`config.mk`:
```
export PLATFORM = sky130hd
export DESIGN_NAME = rv_core
export DESIGN_NICKNAME = d
export VERILOG_FILES = /design/src/hw/rv_pkg.sv /design/src/hw/rv_control.sv /design/src/hw/rv_core.sv /design/src/hw/rv_decode.sv /design/src/hw/rv_execute.sv /design/src/hw/rv_fetch.sv /design/src/hw/rv_hazard.sv /design/src/hw/rv_memory.sv /design/src/hw/rv_regfile.sv
export SDC_FILE = /design/constraint.sdc
export NUM_CORES = 2
export LEC_CHECK = 0
export BUFFER_PORTS_ARGS = -buffer_cell sky130_fd_sc_hd__buf_2
export CAP_MARGIN = 15
export CORE_MARGIN = 2
export CORE_UTILIZATION = 33
export DETAILED_ROUTE_END_ITERATION = 8
export PLACE_DENSITY = 0.5
export SLEW_MARGIN = 5
export SYNTH_ARGS = -nofsm -noshare
export SYNTH_HDL_FRONTEND = slang
export SYNTH_SLANG_ARGS = --single-unit
```
`constraint.sdc`:
```
create_clock -name clk -period 12.93 [get_ports clk]
set_input_delay 1.9395 -clock clk [delete_from_list [all_inputs] [get_ports clk]]
set_output_delay 1.9395 -clock clk [all_outputs]
set_load 0.01 [all_outputs]
```
`src/hw/rv_pkg.sv`:
```
package rv_pkg;

    localparam int XLEN       = 32;
    localparam int REG_ADDR_W = 5;

    typedef logic [XLEN-1:0]       word_t;
    typedef logic [REG_ADDR_W-1:0] reg_addr_t;

    typedef enum logic [6:0] {
        OP_LUI    = 7'b0110111,
        OP_AUIPC  = 7'b0010111,
        OP_JAL    = 7'b1101111,
        OP_JALR   = 7'b1100111,
        OP_BRANCH = 7'b1100011,
        OP_LOAD   = 7'b0000011,
        OP_STORE  = 7'b0100011,
        OP_IMM    = 7'b0010011,
        OP_REG    = 7'b0110011
    } opcode_e;

    typedef enum logic [3:0] {
        ALU_ADD, ALU_SUB, ALU_SLL, ALU_SLT, ALU_SLTU, ALU_XOR,
        ALU_SRL, ALU_SRA, ALU_OR, ALU_AND, ALU_PASS_B
    } alu_op_e;

    // BLTU and BGEU use LT and GE with ALU_SLTU selecting the unsigned compare.
    typedef enum logic [2:0] {
        BR_NONE, BR_JAL, BR_JALR, BR_EQ, BR_NE, BR_LT, BR_GE
    } branch_e;

    typedef enum logic {ASRC_RS1, ASRC_PC} asrc_e;
    typedef enum logic [1:0] {BSRC_RS2, BSRC_IMM, BSRC_FOUR} bsrc_e;
    typedef enum logic [1:0] {FWD_NONE, FWD_MEM, FWD_WB} fwd_e;

    typedef struct packed {
        logic [6:0] funct7;
        reg_addr_t  rs2;
        reg_addr_t  rs1;
        logic [2:0] funct3;
        reg_addr_t  rd;
        logic [6:0] opcode;
    } r_type_t;

    typedef struct packed {
        logic [11:0] imm_11_0;
        logic [19:0] rest;
    } i_type_t;

    typedef struct packed {
        logic [6:0]  imm_11_5;
        logic [12:0] regs_funct3;
        logic [4:0]  imm_4_0;
        logic [6:0]  opcode;
    } s_type_t;

    typedef struct packed {
        logic        imm_12;
        logic [5:0]  imm_10_5;
        logic [12:0] regs_funct3;
        logic [3:0]  imm_4_1;
        logic        imm_11;
        logic [6:0]  opcode;
    } b_type_t;

    typedef struct packed {
        logic [19:0] imm_31_12;
        logic [11:0] rest;
    } u_type_t;

    typedef struct packed {
        logic        imm_20;
        logic [9:0]  imm_10_1;
        logic        imm_11;
        logic [7:0]  imm_19_12;
        logic [11:0] rest;
    } j_type_t;

    typedef union packed {
        r_type_t r;
        i_type_t i;
        s_type_t s;
        b_type_t b;
        u_type_t u;
        j_type_t j;
    } instr_u;

    typedef struct packed {
        logic       reg_wr;
        logic       mem_to_reg;
        logic       mem_wr;
        logic [2:0] mem_op;   // funct3 of the load or store.
        asrc_e      asrc;
        bsrc_e      bsrc;
        alu_op_e    alu_op;
        branch_e    branch;
    } ctrl_t;

    typedef struct packed {
        word_t     pc;
        word_t     imm;
        word_t     rs1_val;
        word_t     rs2_val;
        reg_addr_t rs1;
        reg_addr_t rs2;
        reg_addr_t rd;
        ctrl_t     ctrl;
    } id_ex_t;

    typedef struct packed {
        word_t     alu;
        word_t     rs2_val;
        word_t     pc_target;
        word_t     rs1_target;
        logic      less;
        logic      zero;
        reg_addr_t rd;
        ctrl_t     ctrl;
    } ex_mem_t;

    typedef struct packed {
        word_t     result;
        reg_addr_t rd;
        logic      reg_wr;
    } mem_wb_t;

    typedef struct packed {
        logic flush;
        logic hold;
    } stage_ctl_t;

endpackage

```
`src/hw/rv_control.sv`:
```
module rv_control (
    input  rv_pkg::instr_u instr,
    output rv_pkg::ctrl_t  ctrl,
    output rv_pkg::word_t  imm
);

    rv_pkg::word_t imm_i;
    rv_pkg::word_t imm_s;
    rv_pkg::word_t imm_b;
    rv_pkg::word_t imm_u;
    rv_pkg::word_t imm_j;

    function automatic rv_pkg::alu_op_e alu_from_funct3(input logic [2:0] funct3,
                                                        input logic alt);
        case (funct3)
            3'b000:  return alt ? rv_pkg::ALU_SUB : rv_pkg::ALU_ADD;
            3'b001:  return rv_pkg::ALU_SLL;
            3'b010:  return rv_pkg::ALU_SLT;
            3'b011:  return rv_pkg::ALU_SLTU;
            3'b100:  return rv_pkg::ALU_XOR;
            3'b101:  return alt ? rv_pkg::ALU_SRA : rv_pkg::ALU_SRL;
            3'b110:  return rv_pkg::ALU_OR;
            default: return rv_pkg::ALU_AND;
        endcase
    endfunction

    assign imm_i = {{20{instr.i.imm_11_0[11]}}, instr.i.imm_11_0};
    assign imm_s = {{20{instr.s.imm_11_5[6]}}, instr.s.imm_11_5, instr.s.imm_4_0};
    assign imm_b = {{19{instr.b.imm_12}}, instr.b.imm_12, instr.b.imm_11,
                    instr.b.imm_10_5, instr.b.imm_4_1, 1'b0};
    assign imm_u = {instr.u.imm_31_12, 12'b0};
    assign imm_j = {{11{instr.j.imm_20}}, instr.j.imm_20, instr.j.imm_19_12,
                    instr.j.imm_11, instr.j.imm_10_1, 1'b0};

    always_comb begin
        ctrl = '0;
        imm  = '0;
        case (instr.r.opcode)
            rv_pkg::OP_LUI: begin
                ctrl.reg_wr = 1'b1;
                ctrl.bsrc   = rv_pkg::BSRC_IMM;
                ctrl.alu_op = rv_pkg::ALU_PASS_B;
                imm         = imm_u;
            end
            rv_pkg::OP_AUIPC: begin
                ctrl.reg_wr = 1'b1;
                ctrl.asrc   = rv_pkg::ASRC_PC;
                ctrl.bsrc   = rv_pkg::BSRC_IMM;
                imm         = imm_u;
            end
            rv_pkg::OP_JAL, rv_pkg::OP_JALR: begin
                ctrl.reg_wr = 1'b1;
                ctrl.asrc   = rv_pkg::ASRC_PC;   // Link is pc + 4.
                ctrl.bsrc   = rv_pkg::BSRC_FOUR;
                ctrl.branch = instr.r.opcode[3] ? rv_pkg::BR_JAL : rv_pkg::BR_JALR;
                imm         = instr.r.opcode[3] ? imm_j : imm_i;
            end
            rv_pkg::OP_BRANCH: begin
                if (instr.r.funct3[2]) begin
                    ctrl.branch = instr.r.funct3[0] ? rv_pkg::BR_GE : rv_pkg::BR_LT;
                end else begin
                    ctrl.branch = instr.r.funct3[0] ? rv_pkg::BR_NE : rv_pkg::BR_EQ;
                end
                ctrl.alu_op = instr.r.funct3[1] ? rv_pkg::ALU_SLTU : rv_pkg::ALU_SLT;
                imm         = imm_b;
            end
            rv_pkg::OP_LOAD: begin
                ctrl.reg_wr     = 1'b1;
                ctrl.mem_to_reg = 1'b1;
                ctrl.mem_op     = instr.r.funct3;
                ctrl.bsrc       = rv_pkg::BSRC_IMM;
                imm             = imm_i;
            end
            rv_pkg::OP_STORE: begin
                ctrl.mem_wr = 1'b1;
                ctrl.mem_op = instr.r.funct3;
                ctrl.bsrc   = rv_pkg::BSRC_IMM;
                imm         = imm_s;
            end
            rv_pkg::OP_IMM: begin
                ctrl.reg_wr = 1'b1;
                ctrl.bsrc   = rv_pkg::BSRC_IMM;
                ctrl.alu_op = alu_from_funct3(instr.r.funct3,
                                  instr.r.funct3 == 3'b101 && instr.r.funct7[5]);
                imm         = imm_i;
            end
            rv_pkg::OP_REG: begin
                ctrl.reg_wr = 1'b1;
                ctrl.alu_op = alu_from_funct3(instr.r.funct3, instr.r.funct7[5]);
            end
            default: ;   // SYSTEM, FENCE and unknown words.
        endcase
    end

endmodule

```
`src/hw/rv_core.sv`:
```
module rv_core (
    input  logic          clk,
    input  logic          arst_n,
    output rv_pkg::word_t imem_addr,
    input  rv_pkg::word_t imem_data,
    output rv_pkg::word_t dmem_addr,
    output rv_pkg::word_t dmem_wdata,
    input  rv_pkg::word_t dmem_rdata,
    output logic [2:0]    dmem_op,
    output logic          dmem_we
);

    rv_pkg::word_t      if_pc;
    rv_pkg::word_t      redirect_pc;
    rv_pkg::word_t      mem_result;
    rv_pkg::instr_u     if_instr;
    rv_pkg::id_ex_t     id_ex;
    rv_pkg::ex_mem_t    ex_mem;
    rv_pkg::mem_wb_t    mem_wb;
    rv_pkg::fwd_e       fwd_a;
    rv_pkg::fwd_e       fwd_b;
    rv_pkg::stage_ctl_t pc_ctl;
    rv_pkg::stage_ctl_t ifid_ctl;
    rv_pkg::stage_ctl_t idex_ctl;
    rv_pkg::stage_ctl_t exmem_ctl;
    logic               redirect;

    rv_fetch fetch_inst (
        .clk(clk), .arst_n(arst_n), .pc_ctl(pc_ctl), .ifid_ctl(ifid_ctl),
        .redirect(redirect), .redirect_pc(redirect_pc),
        .imem_addr(imem_addr), .imem_data(imem_data),
        .if_pc(if_pc), .if_instr(if_instr)
    );

    rv_decode decode_inst (
        .clk(clk), .arst_n(arst_n), .if_pc(if_pc), .if_instr(if_instr),
        .wb(mem_wb), .idex_ctl(idex_ctl), .id_ex(id_ex)
    );

    rv_execute execute_inst (
        .clk(clk), .arst_n(arst_n), .id_ex(id_ex), .fwd_a(fwd_a), .fwd_b(fwd_b),
        .mem_result(mem_result), .wb_result(mem_wb.result),
        .exmem_ctl(exmem_ctl), .ex_mem(ex_mem)
    );

    rv_memory memory_inst (
        .clk(clk), .arst_n(arst_n), .ex_mem(ex_mem),
        .dmem_addr(dmem_addr), .dmem_wdata(dmem_wdata), .dmem_op(dmem_op),
        .dmem_we(dmem_we), .dmem_rdata(dmem_rdata),
        .redirect(redirect), .redirect_pc(redirect_pc),
        .mem_result(mem_result), .mem_wb(mem_wb)
    );

    rv_hazard hazard_inst (
        .ifid_rs1(if_instr.r.rs1), .ifid_rs2(if_instr.r.rs2),
        .idex_rs1(id_ex.rs1), .idex_rs2(id_ex.rs2), .idex_rd(id_ex.rd),
        .idex_mem_to_reg(id_ex.ctrl.mem_to_reg), .idex_reg_wr(id_ex.ctrl.reg_wr),
        .exmem_rd(ex_mem.rd), .exmem_reg_wr(ex_mem.ctrl.reg_wr),
        .wb_rd(mem_wb.rd), .wb_reg_wr(mem_wb.reg_wr),
        .clk(clk), .arst_n(arst_n), .redirect(redirect),
        .fwd_a(fwd_a), .fwd_b(fwd_b),
        .pc_ctl(pc_ctl), .ifid_ctl(ifid_ctl), .idex_ctl(idex_ctl), .exmem_ctl(exmem_ctl)
    );

endmodule

```
`src/hw/rv_decode.sv`:
```
module rv_decode (
    input  logic               clk,
    input  logic               arst_n,
    input  rv_pkg::word_t      if_pc,
    input  rv_pkg::instr_u     if_instr,
    input  rv_pkg::mem_wb_t    wb,
    input  rv_pkg::stage_ctl_t idex_ctl,
    output rv_pkg::id_ex_t     id_ex
);

    rv_pkg::ctrl_t  ctrl;
    rv_pkg::word_t  imm;
    rv_pkg::word_t  rs1_data;
    rv_pkg::word_t  rs2_data;
    rv_pkg::id_ex_t id_next;

    rv_control control_inst (
        .instr(if_instr),
        .ctrl (ctrl),
        .imm  (imm)
    );

    rv_regfile regfile_inst (
        .clk     (clk),
        .arst_n  (arst_n),
        .rs1_addr(if_instr.r.rs1),
        .rs2_addr(if_instr.r.rs2),
        .rs1_data(rs1_data),
        .rs2_data(rs2_data),
        .wb      (wb)
    );

    always_comb begin
        id_next.pc      = if_pc;
        id_next.imm     = imm;
        id_next.rs1_val = rs1_data;
        id_next.rs2_val = rs2_data;
        id_next.rs1     = if_instr.r.rs1;
        id_next.rs2     = if_instr.r.rs2;
        id_next.rd      = if_instr.r.rd;
        id_next.ctrl    = ctrl;
    end

    always_ff @(posedge clk or negedge arst_n) begin
        if (!arst_n) begin
            id_ex <= '0;
        end else if (idex_ctl.flush) begin
            id_ex <= '0;
        end else if (!idex_ctl.hold) begin
            id_ex <= id_next;
        end
    end

endmodule

```
`src/hw/rv_execute.sv`:
```
module rv_execute (
    input  logic               clk,
    input  logic               arst_n,
    input  rv_pkg::id_ex_t     id_ex,
    input  rv_pkg::fwd_e       fwd_a,
    input  rv_pkg::fwd_e       fwd_b,
    input  rv_pkg::word_t      mem_result,
    input  rv_pkg::word_t      wb_result,
    input  rv_pkg::stage_ctl_t exmem_ctl,
    output rv_pkg::ex_mem_t    ex_mem
);

    rv_pkg::word_t   rs1_val;
    rv_pkg::word_t   rs2_val;
    rv_pkg::word_t   op_a;
    rv_pkg::word_t   op_b;
    rv_pkg::word_t   alu;
    logic            less_s;
    logic            less_u;
    rv_pkg::ex_mem_t ex_next;

    function automatic rv_pkg::word_t fwd_mux(input rv_pkg::fwd_e sel,
                                              input rv_pkg::word_t reg_val,
                                              input rv_pkg::word_t mem_val,
                                              input rv_pkg::word_t wb_val);
        case (sel)
            rv_pkg::FWD_MEM: return mem_val;
            rv_pkg::FWD_WB:  return wb_val;
            default:         return reg_val;
        endcase
    endfunction

    assign rs1_val = fwd_mux(fwd_a, id_ex.rs1_val, mem_result, wb_result);
    assign rs2_val = fwd_mux(fwd_b, id_ex.rs2_val, mem_result, wb_result);
    assign op_a    = (id_ex.ctrl.asrc == rv_pkg::ASRC_PC) ? id_ex.pc : rs1_val;

    always_comb begin
        case (id_ex.ctrl.bsrc)
            rv_pkg::BSRC_IMM:  op_b = id_ex.imm;
            rv_pkg::BSRC_FOUR: op_b = 32'd4;
            default:           op_b = rs2_val;
        endcase
    end

    // Branches compare rs1 against rs2 through these.
    assign less_s = $signed(op_a) < $signed(op_b);
    assign less_u = op_a < op_b;

    always_comb begin
        case (id_ex.ctrl.alu_op)
            rv_pkg::ALU_SUB:  alu = op_a - op_b;
            rv_pkg::ALU_SLL:  alu = op_a << op_b[4:0];
            rv_pkg::ALU_SLT:  alu = {{(rv_pkg::XLEN-1){1'b0}}, less_s};
            rv_pkg::ALU_SLTU: alu = {{(rv_pkg::XLEN-1){1'b0}}, less_u};
            rv_pkg::ALU_XOR:  alu = op_a ^ op_b;
            rv_pkg::ALU_SRL:  alu = op_a >> op_b[4:0];
            rv_pkg::ALU_SRA:  alu = rv_pkg::word_t'($signed(op_a) >>> op_b[4:0]);
            rv_pkg::ALU_OR:   alu = op_a | op_b;
            rv_pkg::ALU_AND:  alu = op_a & op_b;
            rv_pkg::ALU_PASS_B: alu = op_b;
            default:          alu = op_a + op_b;
        endcase
    end

    always_comb begin
        ex_next.alu        = alu;
        ex_next.rs2_val    = rs2_val;     // Store data.
        ex_next.pc_target  = id_ex.pc + id_ex.imm;
        ex_next.rs1_target = rs1_val + id_ex.imm;
        ex_next.less       = (id_ex.ctrl.alu_op == rv_pkg::ALU_SLTU) ? less_u : less_s;
        ex_next.zero       = op_a == op_b;
        ex_next.rd         = id_ex.rd;
        ex_next.ctrl       = id_ex.ctrl;
    end

    always_ff @(posedge clk or negedge arst_n) begin
        if (!arst_n) begin
            ex_mem <= '0;
        end else if (exmem_ctl.flush) begin
            ex_mem <= '0;
        end else if (!exmem_ctl.hold) begin
            ex_mem <= ex_next;
        end
    end

endmodule

```
`src/hw/rv_fetch.sv`:
```
module rv_fetch (
    input  logic               clk,
    input  logic               arst_n,
    input  rv_pkg::stage_ctl_t pc_ctl,
    input  rv_pkg::stage_ctl_t ifid_ctl,
    input  logic               redirect,
    input  rv_pkg::word_t      redirect_pc,
    output rv_pkg::word_t      imem_addr,
    input  rv_pkg::word_t      imem_data,
    output rv_pkg::word_t      if_pc,
    output rv_pkg::instr_u     if_instr
);

    rv_pkg::word_t pc;

    assign imem_addr = pc;

    always_ff @(posedge clk or negedge arst_n) begin
        if (!arst_n) begin
            pc <= '0;
        end else if (pc_ctl.flush || !pc_ctl.hold) begin
            pc <= redirect ? redirect_pc : pc + 32'd4;
        end
    end

    always_ff @(posedge clk or negedge arst_n) begin
        if (!arst_n) begin
            if_pc    <= '0;
            if_instr <= '0;
        end else if (ifid_ctl.flush) begin
            if_instr <= '0;   // All-zero word decodes as a bubble.
        end else if (!ifid_ctl.hold) begin
            if_pc    <= pc;
            if_instr <= imem_data;
        end
    end

    // A redirect lands on an aligned target at the next fetch.
    a_redirect_aligned: assert property (@(posedge clk) disable iff (!arst_n)
        redirect |=> imem_addr == $past(redirect_pc) && imem_addr[1:0] == 2'b00);

endmodule

```
`src/hw/rv_hazard.sv`:
```
module rv_hazard (
    input  logic               clk,
    input  logic               arst_n,
    input  rv_pkg::reg_addr_t  ifid_rs1,
    input  rv_pkg::reg_addr_t  ifid_rs2,
    input  rv_pkg::reg_addr_t  idex_rs1,
    input  rv_pkg::reg_addr_t  idex_rs2,
    input  rv_pkg::reg_addr_t  idex_rd,
    input  logic               idex_mem_to_reg,
    input  logic               idex_reg_wr,
    input  rv_pkg::reg_addr_t  exmem_rd,
    input  logic               exmem_reg_wr,
    input  rv_pkg::reg_addr_t  wb_rd,
    input  logic               wb_reg_wr,
    input  logic               redirect,
    output rv_pkg::fwd_e       fwd_a,
    output rv_pkg::fwd_e       fwd_b,
    output rv_pkg::stage_ctl_t pc_ctl,
    output rv_pkg::stage_ctl_t ifid_ctl,
    output rv_pkg::stage_ctl_t idex_ctl,
    output rv_pkg::stage_ctl_t exmem_ctl
);

    logic load_use;

    // MEM wins over WB, x0 is never forwarded.
    function automatic rv_pkg::fwd_e fwd_sel(input rv_pkg::reg_addr_t src);
        if (src == '0) begin
            return rv_pkg::FWD_NONE;
        end
        if (exmem_reg_wr && exmem_rd == src) begin
            return rv_pkg::FWD_MEM;
        end
        if (wb_reg_wr && wb_rd == src) begin
            return rv_pkg::FWD_WB;
        end
        return rv_pkg::FWD_NONE;
    endfunction

    always_comb begin
        fwd_a = fwd_sel(idex_rs1);
        fwd_b = fwd_sel(idex_rs2);
    end

    assign load_use = idex_mem_to_reg && idex_reg_wr && idex_rd != '0 &&
                      (idex_rd == ifid_rs1 || idex_rd == ifid_rs2);

    assign pc_ctl    = '{flush: redirect, hold: load_use};
    assign ifid_ctl  = '{flush: redirect, hold: load_use};
    assign idex_ctl  = '{flush: redirect || load_use, hold: 1'b0};
    assign exmem_ctl = '{flush: redirect, hold: 1'b0};

    // The bubble inserted by a stall cannot stall again.
    a_single_stall: assert property (@(posedge clk) disable iff (!arst_n)
        load_use |=> !load_use);

endmodule

```
`src/hw/rv_memory.sv`:
```
module rv_memory (
    input  logic            clk,
    input  logic            arst_n,
    input  rv_pkg::ex_mem_t ex_mem,
    output rv_pkg::word_t   dmem_addr,
    output rv_pkg::word_t   dmem_wdata,
    output logic [2:0]      dmem_op,
    output logic            dmem_we,
    input  rv_pkg::word_t   dmem_rdata,
    output logic            redirect,
    output rv_pkg::word_t   redirect_pc,
    output rv_pkg::word_t   mem_result,
    output rv_pkg::mem_wb_t mem_wb
);

    assign dmem_addr  = ex_mem.alu;
    assign dmem_wdata = ex_mem.rs2_val;
    assign dmem_op    = ex_mem.ctrl.mem_op;
    assign dmem_we    = ex_mem.ctrl.mem_wr;

    always_comb begin
        case (ex_mem.ctrl.branch)
            rv_pkg::BR_JAL, rv_pkg::BR_JALR: redirect = 1'b1;
            rv_pkg::BR_EQ: redirect = ex_mem.zero;
            rv_pkg::BR_NE: redirect = !ex_mem.zero;
            rv_pkg::BR_LT: redirect = ex_mem.less;
            rv_pkg::BR_GE: redirect = !ex_mem.less;
            default:       redirect = 1'b0;
        endcase
    end

    assign redirect_pc = (ex_mem.ctrl.branch == rv_pkg::BR_JALR) ?
                         {ex_mem.rs1_target[31:1], 1'b0} : ex_mem.pc_target;

    assign mem_result = ex_mem.ctrl.mem_to_reg ? dmem_rdata : ex_mem.alu;

    always_ff @(posedge clk or negedge arst_n) begin
        if (!arst_n) begin
            mem_wb <= '0;
        end else begin
            mem_wb.result <= mem_result;
            mem_wb.rd     <= ex_mem.rd;
            mem_wb.reg_wr <= ex_mem.ctrl.reg_wr;
        end
    end

    // The slot behind a redirect was flushed to a bubble.
    a_bubble_after_redirect: assert property (@(posedge clk) disable iff (!arst_n)
        redirect |=> !redirect && !dmem_we);

endmodule

```
`src/hw/rv_regfile.sv`:
```
module rv_regfile (
    input  logic              clk,
    input  logic              arst_n,
    input  rv_pkg::reg_addr_t rs1_addr,
    input  rv_pkg::reg_addr_t rs2_addr,
    output rv_pkg::word_t     rs1_data,
    output rv_pkg::word_t     rs2_data,
    input  rv_pkg::mem_wb_t   wb
);

    rv_pkg::word_t regs [1:31];

    function automatic rv_pkg::word_t read_port(input rv_pkg::reg_addr_t addr);
        if (addr == '0) begin
            return '0;
        end
        if (wb.reg_wr && wb.rd == addr) begin
            return wb.result;   // Same-cycle write passes through.
        end
        return regs[addr];
    endfunction

    always_comb begin
        rs1_data = read_port(rs1_addr);
        rs2_data = read_port(rs2_addr);
    end

    always_ff @(posedge clk) begin
        if (wb.reg_wr && wb.rd != '0) begin
            regs[wb.rd] <= wb.result;
        end
    end

    // A write reads back a cycle later, and one aimed at x0 leaves it at zero.
    a_write_reads_back: assert property (@(posedge clk) disable iff (!arst_n)
        ($past(wb.reg_wr) && rs1_addr == $past(wb.rd) && !(wb.reg_wr && wb.rd == rs1_addr))
        |-> rs1_data == ((rs1_addr == '0) ? '0 : $past(wb.result)));

endmodule

```
==> flow_metrics.tcl <==
set metrics [dict create \
    outcome "complete, no violations" \
    routed_wl_um 292000 \
    synth_area_per_cell_sq_um 13.6 \
    power.leakage_uw 0.0318 \
    routedWlPerCell_um 33.1 \
    pwr-share-comb 0.258 \
    vias 51700 \
    io_buffers 165 \
    p_int_uw 9820 \
    startpoint_type "register" \
    die_h_um 485 \
    syn_area_sq_um 76300 \
    drtAntennaViolNets 0 \
    clk_pin_slew_ns 0.06 \
    ys.flop_type "edfxtp_1" \
    synth_compound_area_frac 0.0882 \
    syn-num-nets 5831 \
    grt_usage 0.245 \
    multi_input_area_sq_um 33300 \
    die_w_um 485 \
    ir_drop_v 0.000109 \
    vias_per_cell 5.87 \
    dp_worst_setup_slack_ns 5.16 \
    post-route-min-period_ns 7.18 \
    ctsResizeCount 0 \
    yosys_register_bits 1428 \
    regToRegStartpoint "execute_inst.ex_mem[17]" \
    holdPathEnd "memory_inst.mem_wb[3]" \
    fp-row-count 176 \
    dp_hpwl_um 193000 \
    synthAdderAreaFrac 0.0276 \
    required_ns 13.66 \
    setup-violations-final 0 \
    yosysMostFrequentCell "edfxtp_1" \
    synth_top_family_by_area "multiplexers" \
    maxClockFrequency_ghz 0.139 \
    core_area_sq_um 230000 \
    pwr-share-seq 0.425 \
    finalCritPeriodShare 0.555 \
    cts_made_buffers 164 \
    synthCells 5599 \
    cts_root_buffer "clkbuf_16" \
    synth_mux_area_frac 0.217 \
    rr_endpoint "execute_inst.ex_mem[119]" \
    yosys.area_share.xor_xnor 0.0196 \
    critPathMaxFanout 35 \
    drc 0 \
    grt_pass1_wl_um 408000 \
    regArea_sq_um 40700 \
    antenna_found_initial 12 \
    yosysWarnings 0 \
    max_slew.worst_pin.slew_ns 1.27 \
    p_switching_uw 5090 \
    cts_tree "yes" \
    yosysTopAreaCell "edfxtp_1" \
    critPathArrivalTime_ns 7.90 \
    cts_setup_buffers 0 \
    maxSlewViolCount 0 \
    r2r_setup_slack_ns 5.75 \
    yosysTopAreaCellShare 0.391 \
    area_growth_pct 13.1 \
    hold_violations 0 \
    power.share.clock 0.318 \
    initial_utilization 0.332 \
    rsz0062_at_grt "false" \
    fp.dieArea_sq_um 235000 \
    fin_ws_ns 5.75 \
    globalplace.congestion 1.01 \
    clock-sinks 1428 \
    reg2reg_depth 17 \
    hold_start "execute_inst.ex_mem[18]" \
    async_reset_ff_frac 0.305 \
    nets 5882 \
    powerDensity_nw_per_um2 173 \
    ios 166 \
    drt_iter0_markers 5831 \
    critPathKind "register to register" \
    synth_common_cells "edfxtp_1, mux4_2, nor2_1" \
    p_sw_frac 0.341 \
    clock_skew_ns 0.0404 \
    clk_path_buf_depth 3 \
    grt_pass1_vias 51600 \
    cp-startpoint "execute_inst.ex_mem[17]" \
    htreeDepth 4 \
    ys_top_cells_by_area "edfxtp_1, mux4_2, dfrtp_1" \
    clock_latency_ns 0.83 \
    yosys.area_share.simple 0.0786 \
    critPathCaptureType "register" \
    hold_path.class "register to register" \
    tns_ns 0 \
    grt.overflow.total 0 \
    maxCapViolations 0 \
    grt_max_degree 132 \
    fillers 21800 \
    cts_hold_buf 0 \
    layout-drive-gt1-share 0.226 \
    seq_area_frac_synth 0.534 \
    max-slew-margin-rel 0.150 \
    synth-edff-count 992 \
    ys_types 100 \
    drtPass1Iterations 6 \
    min_delay_path_depth 0 \
]
-- cell usage in the layout (no fill, tap or decap), types with 22 or more instances in the layout --
| master | synthesis | layout |
|---|---|---|
| buf_4 | 80 | 162 |
| dfrtp_1 | 436 | 423 |
| mux2i_1 | 315 | 315 |
| buf_2 | 33 | 166 |
| edfxtp_1 | 992 | 992 |
| xor2_1 | 74 | 74 |
| and2_1 | 48 | 47 |
| mux4_2 | 578 | 578 |
| a22o_1 | 35 | 34 |
| nand2b_1 | 27 | 27 |
| nor2_4 | 1 | 34 |
| a211oi_1 | 100 | 100 |
| a32oi_1 | 23 | 23 |
| clkbuf_16 | 0 | 169 |
| a221oi_1 | 32 | 32 |
| o22ai_1 | 33 | 33 |
| ha_1 | 162 | 162 |
| a31oi_1 | 58 | 58 |
| mux2_2 | 26 | 26 |
| a21o_1 | 62 | 62 |
| clkinv_1 | 4 | 33 |
| nand4_1 | 22 | 22 |
| o21ai_0 | 104 | 104 |
| nand3_1 | 96 | 94 |
| a22oi_1 | 40 | 39 |
| xnor2_1 | 97 | 97 |
| o221ai_1 | 28 | 28 |
| o211ai_1 | 30 | 30 |
| a21oi_1 | 258 | 258 |
| and3_1 | 74 | 74 |
| nor2_1 | 480 | 444 |
| nor4_1 | 27 | 26 |
| nand2_1 | 428 | 428 |
| o21bai_1 | 22 | 22 |
| nor3_1 | 53 | 52 |
| clkbuf_1 | 271 | 37 |
| inv_1 | 132 | 132 |
-- power groups by stage --
stage                     logic [uW]  clock network, uW  registers, uW
after floorplan                 2120                  0           6290
after detailed placement        3540                  0           6540
final                           3840               4740           6330
after CTS                       3560               4840           6460
after global placement          3540                  0           6540
after global routing            4060               5020           6370
-- kinds of logic (layout without fill, tap and decap cells) --
logic type | count (synthesis) | after routing
flops | 1428 | 1428
simple gates | 1338 | 1338
compound gates | 971 | 971
mux | 924 | 924
buf+inv | 601 | 788
xor+xnor | 171 | 171
fa+ha+maj | 166 | 166
other cells | 0 | 3
-- critical path, cell delays in order, from the launching register on --
cell and delay, ns:
dfrtp_1 0.42, xnor2_1 0.23, nand4_2 0.64, o211a_1 0.45
buf_4 0.28, and2_4 0.40, o221ai_1 0.83, ha_1 0.52
nor4_1 0.53, o21ai_0 0.31, a31oi_1 0.36, o22ai_1 0.25
o211a_1 0.33, o41ai_2 0.51, a211o_1 0.33, mux2i_1 0.28
nor3_1 0.09, a221oi_1 0.26
-- final cells by class --
cell class,count,share of cell area
sequential,1428,0.472
multi-input combinational,3570,0.386
clock buffer,217,0.0524
tap,3026,0.0439
timing repair buffer,345,0.0285
clock inverter,85,0.0108
inverter,141,0.00617
antenna,3,0.0000871
-- how the worst max path moves through the flow --
stage	end	slack (ns)	depth (start not counted)
2_1_floorplan	execute_inst.ex_mem[144]	6.98	18
5_1_grt	execute_inst.ex_mem[119]	5.56	18
3_5_place_dp	execute_inst.ex_mem[119]	5.16	20
3_3_place_gp	execute_inst.ex_mem[119]	5.14	20
6_report	execute_inst.ex_mem[119]	5.75	17
4_1_cts	execute_inst.ex_mem[119]	5.86	18
-- layer usage --
metal | track usage | wire length (um) | vias to the layer above
met5 | 0 | 41 | -
met4 | 0.119 | 16000 | 6
met3 | 0.0394 | 18900 | 491
met2 | 0.392 | 137000 | 2181
met1 | 0.323 | 120000 | 27200
li1 | - | - | 21800
-- flip-flops by register name, summed over array words and instances, names as in the netlist --
| name | flops |
|---|---|
| fetch_inst.if_pc | 32 |
| execute_inst.ex_mem | 143 |
| decode_inst.id_ex | 159 |
| memory_inst.mem_wb | 38 |
| fetch_inst.imem_addr | 32 |
| decode_inst.regfile_inst.regs | 992 |
| fetch_inst.if_instr | 32 |
-- stage by stage --
stage	instances	hold slack (ns)	total power [uW]	area (sq um)	util
floorplan	5599	0.374	8410	76300	-
detailed placement	8499	0.429	10100	80500	0.350
global placement	8497	0.431	10100	80500	0.350
global route	8813	0.457	15500	86200	0.375
CTS	8801	0.441	14900	85900	0.374
finish	8815	0.437	14900	86200	0.375
No activity file was read; power rests on OpenSTA's default activity.
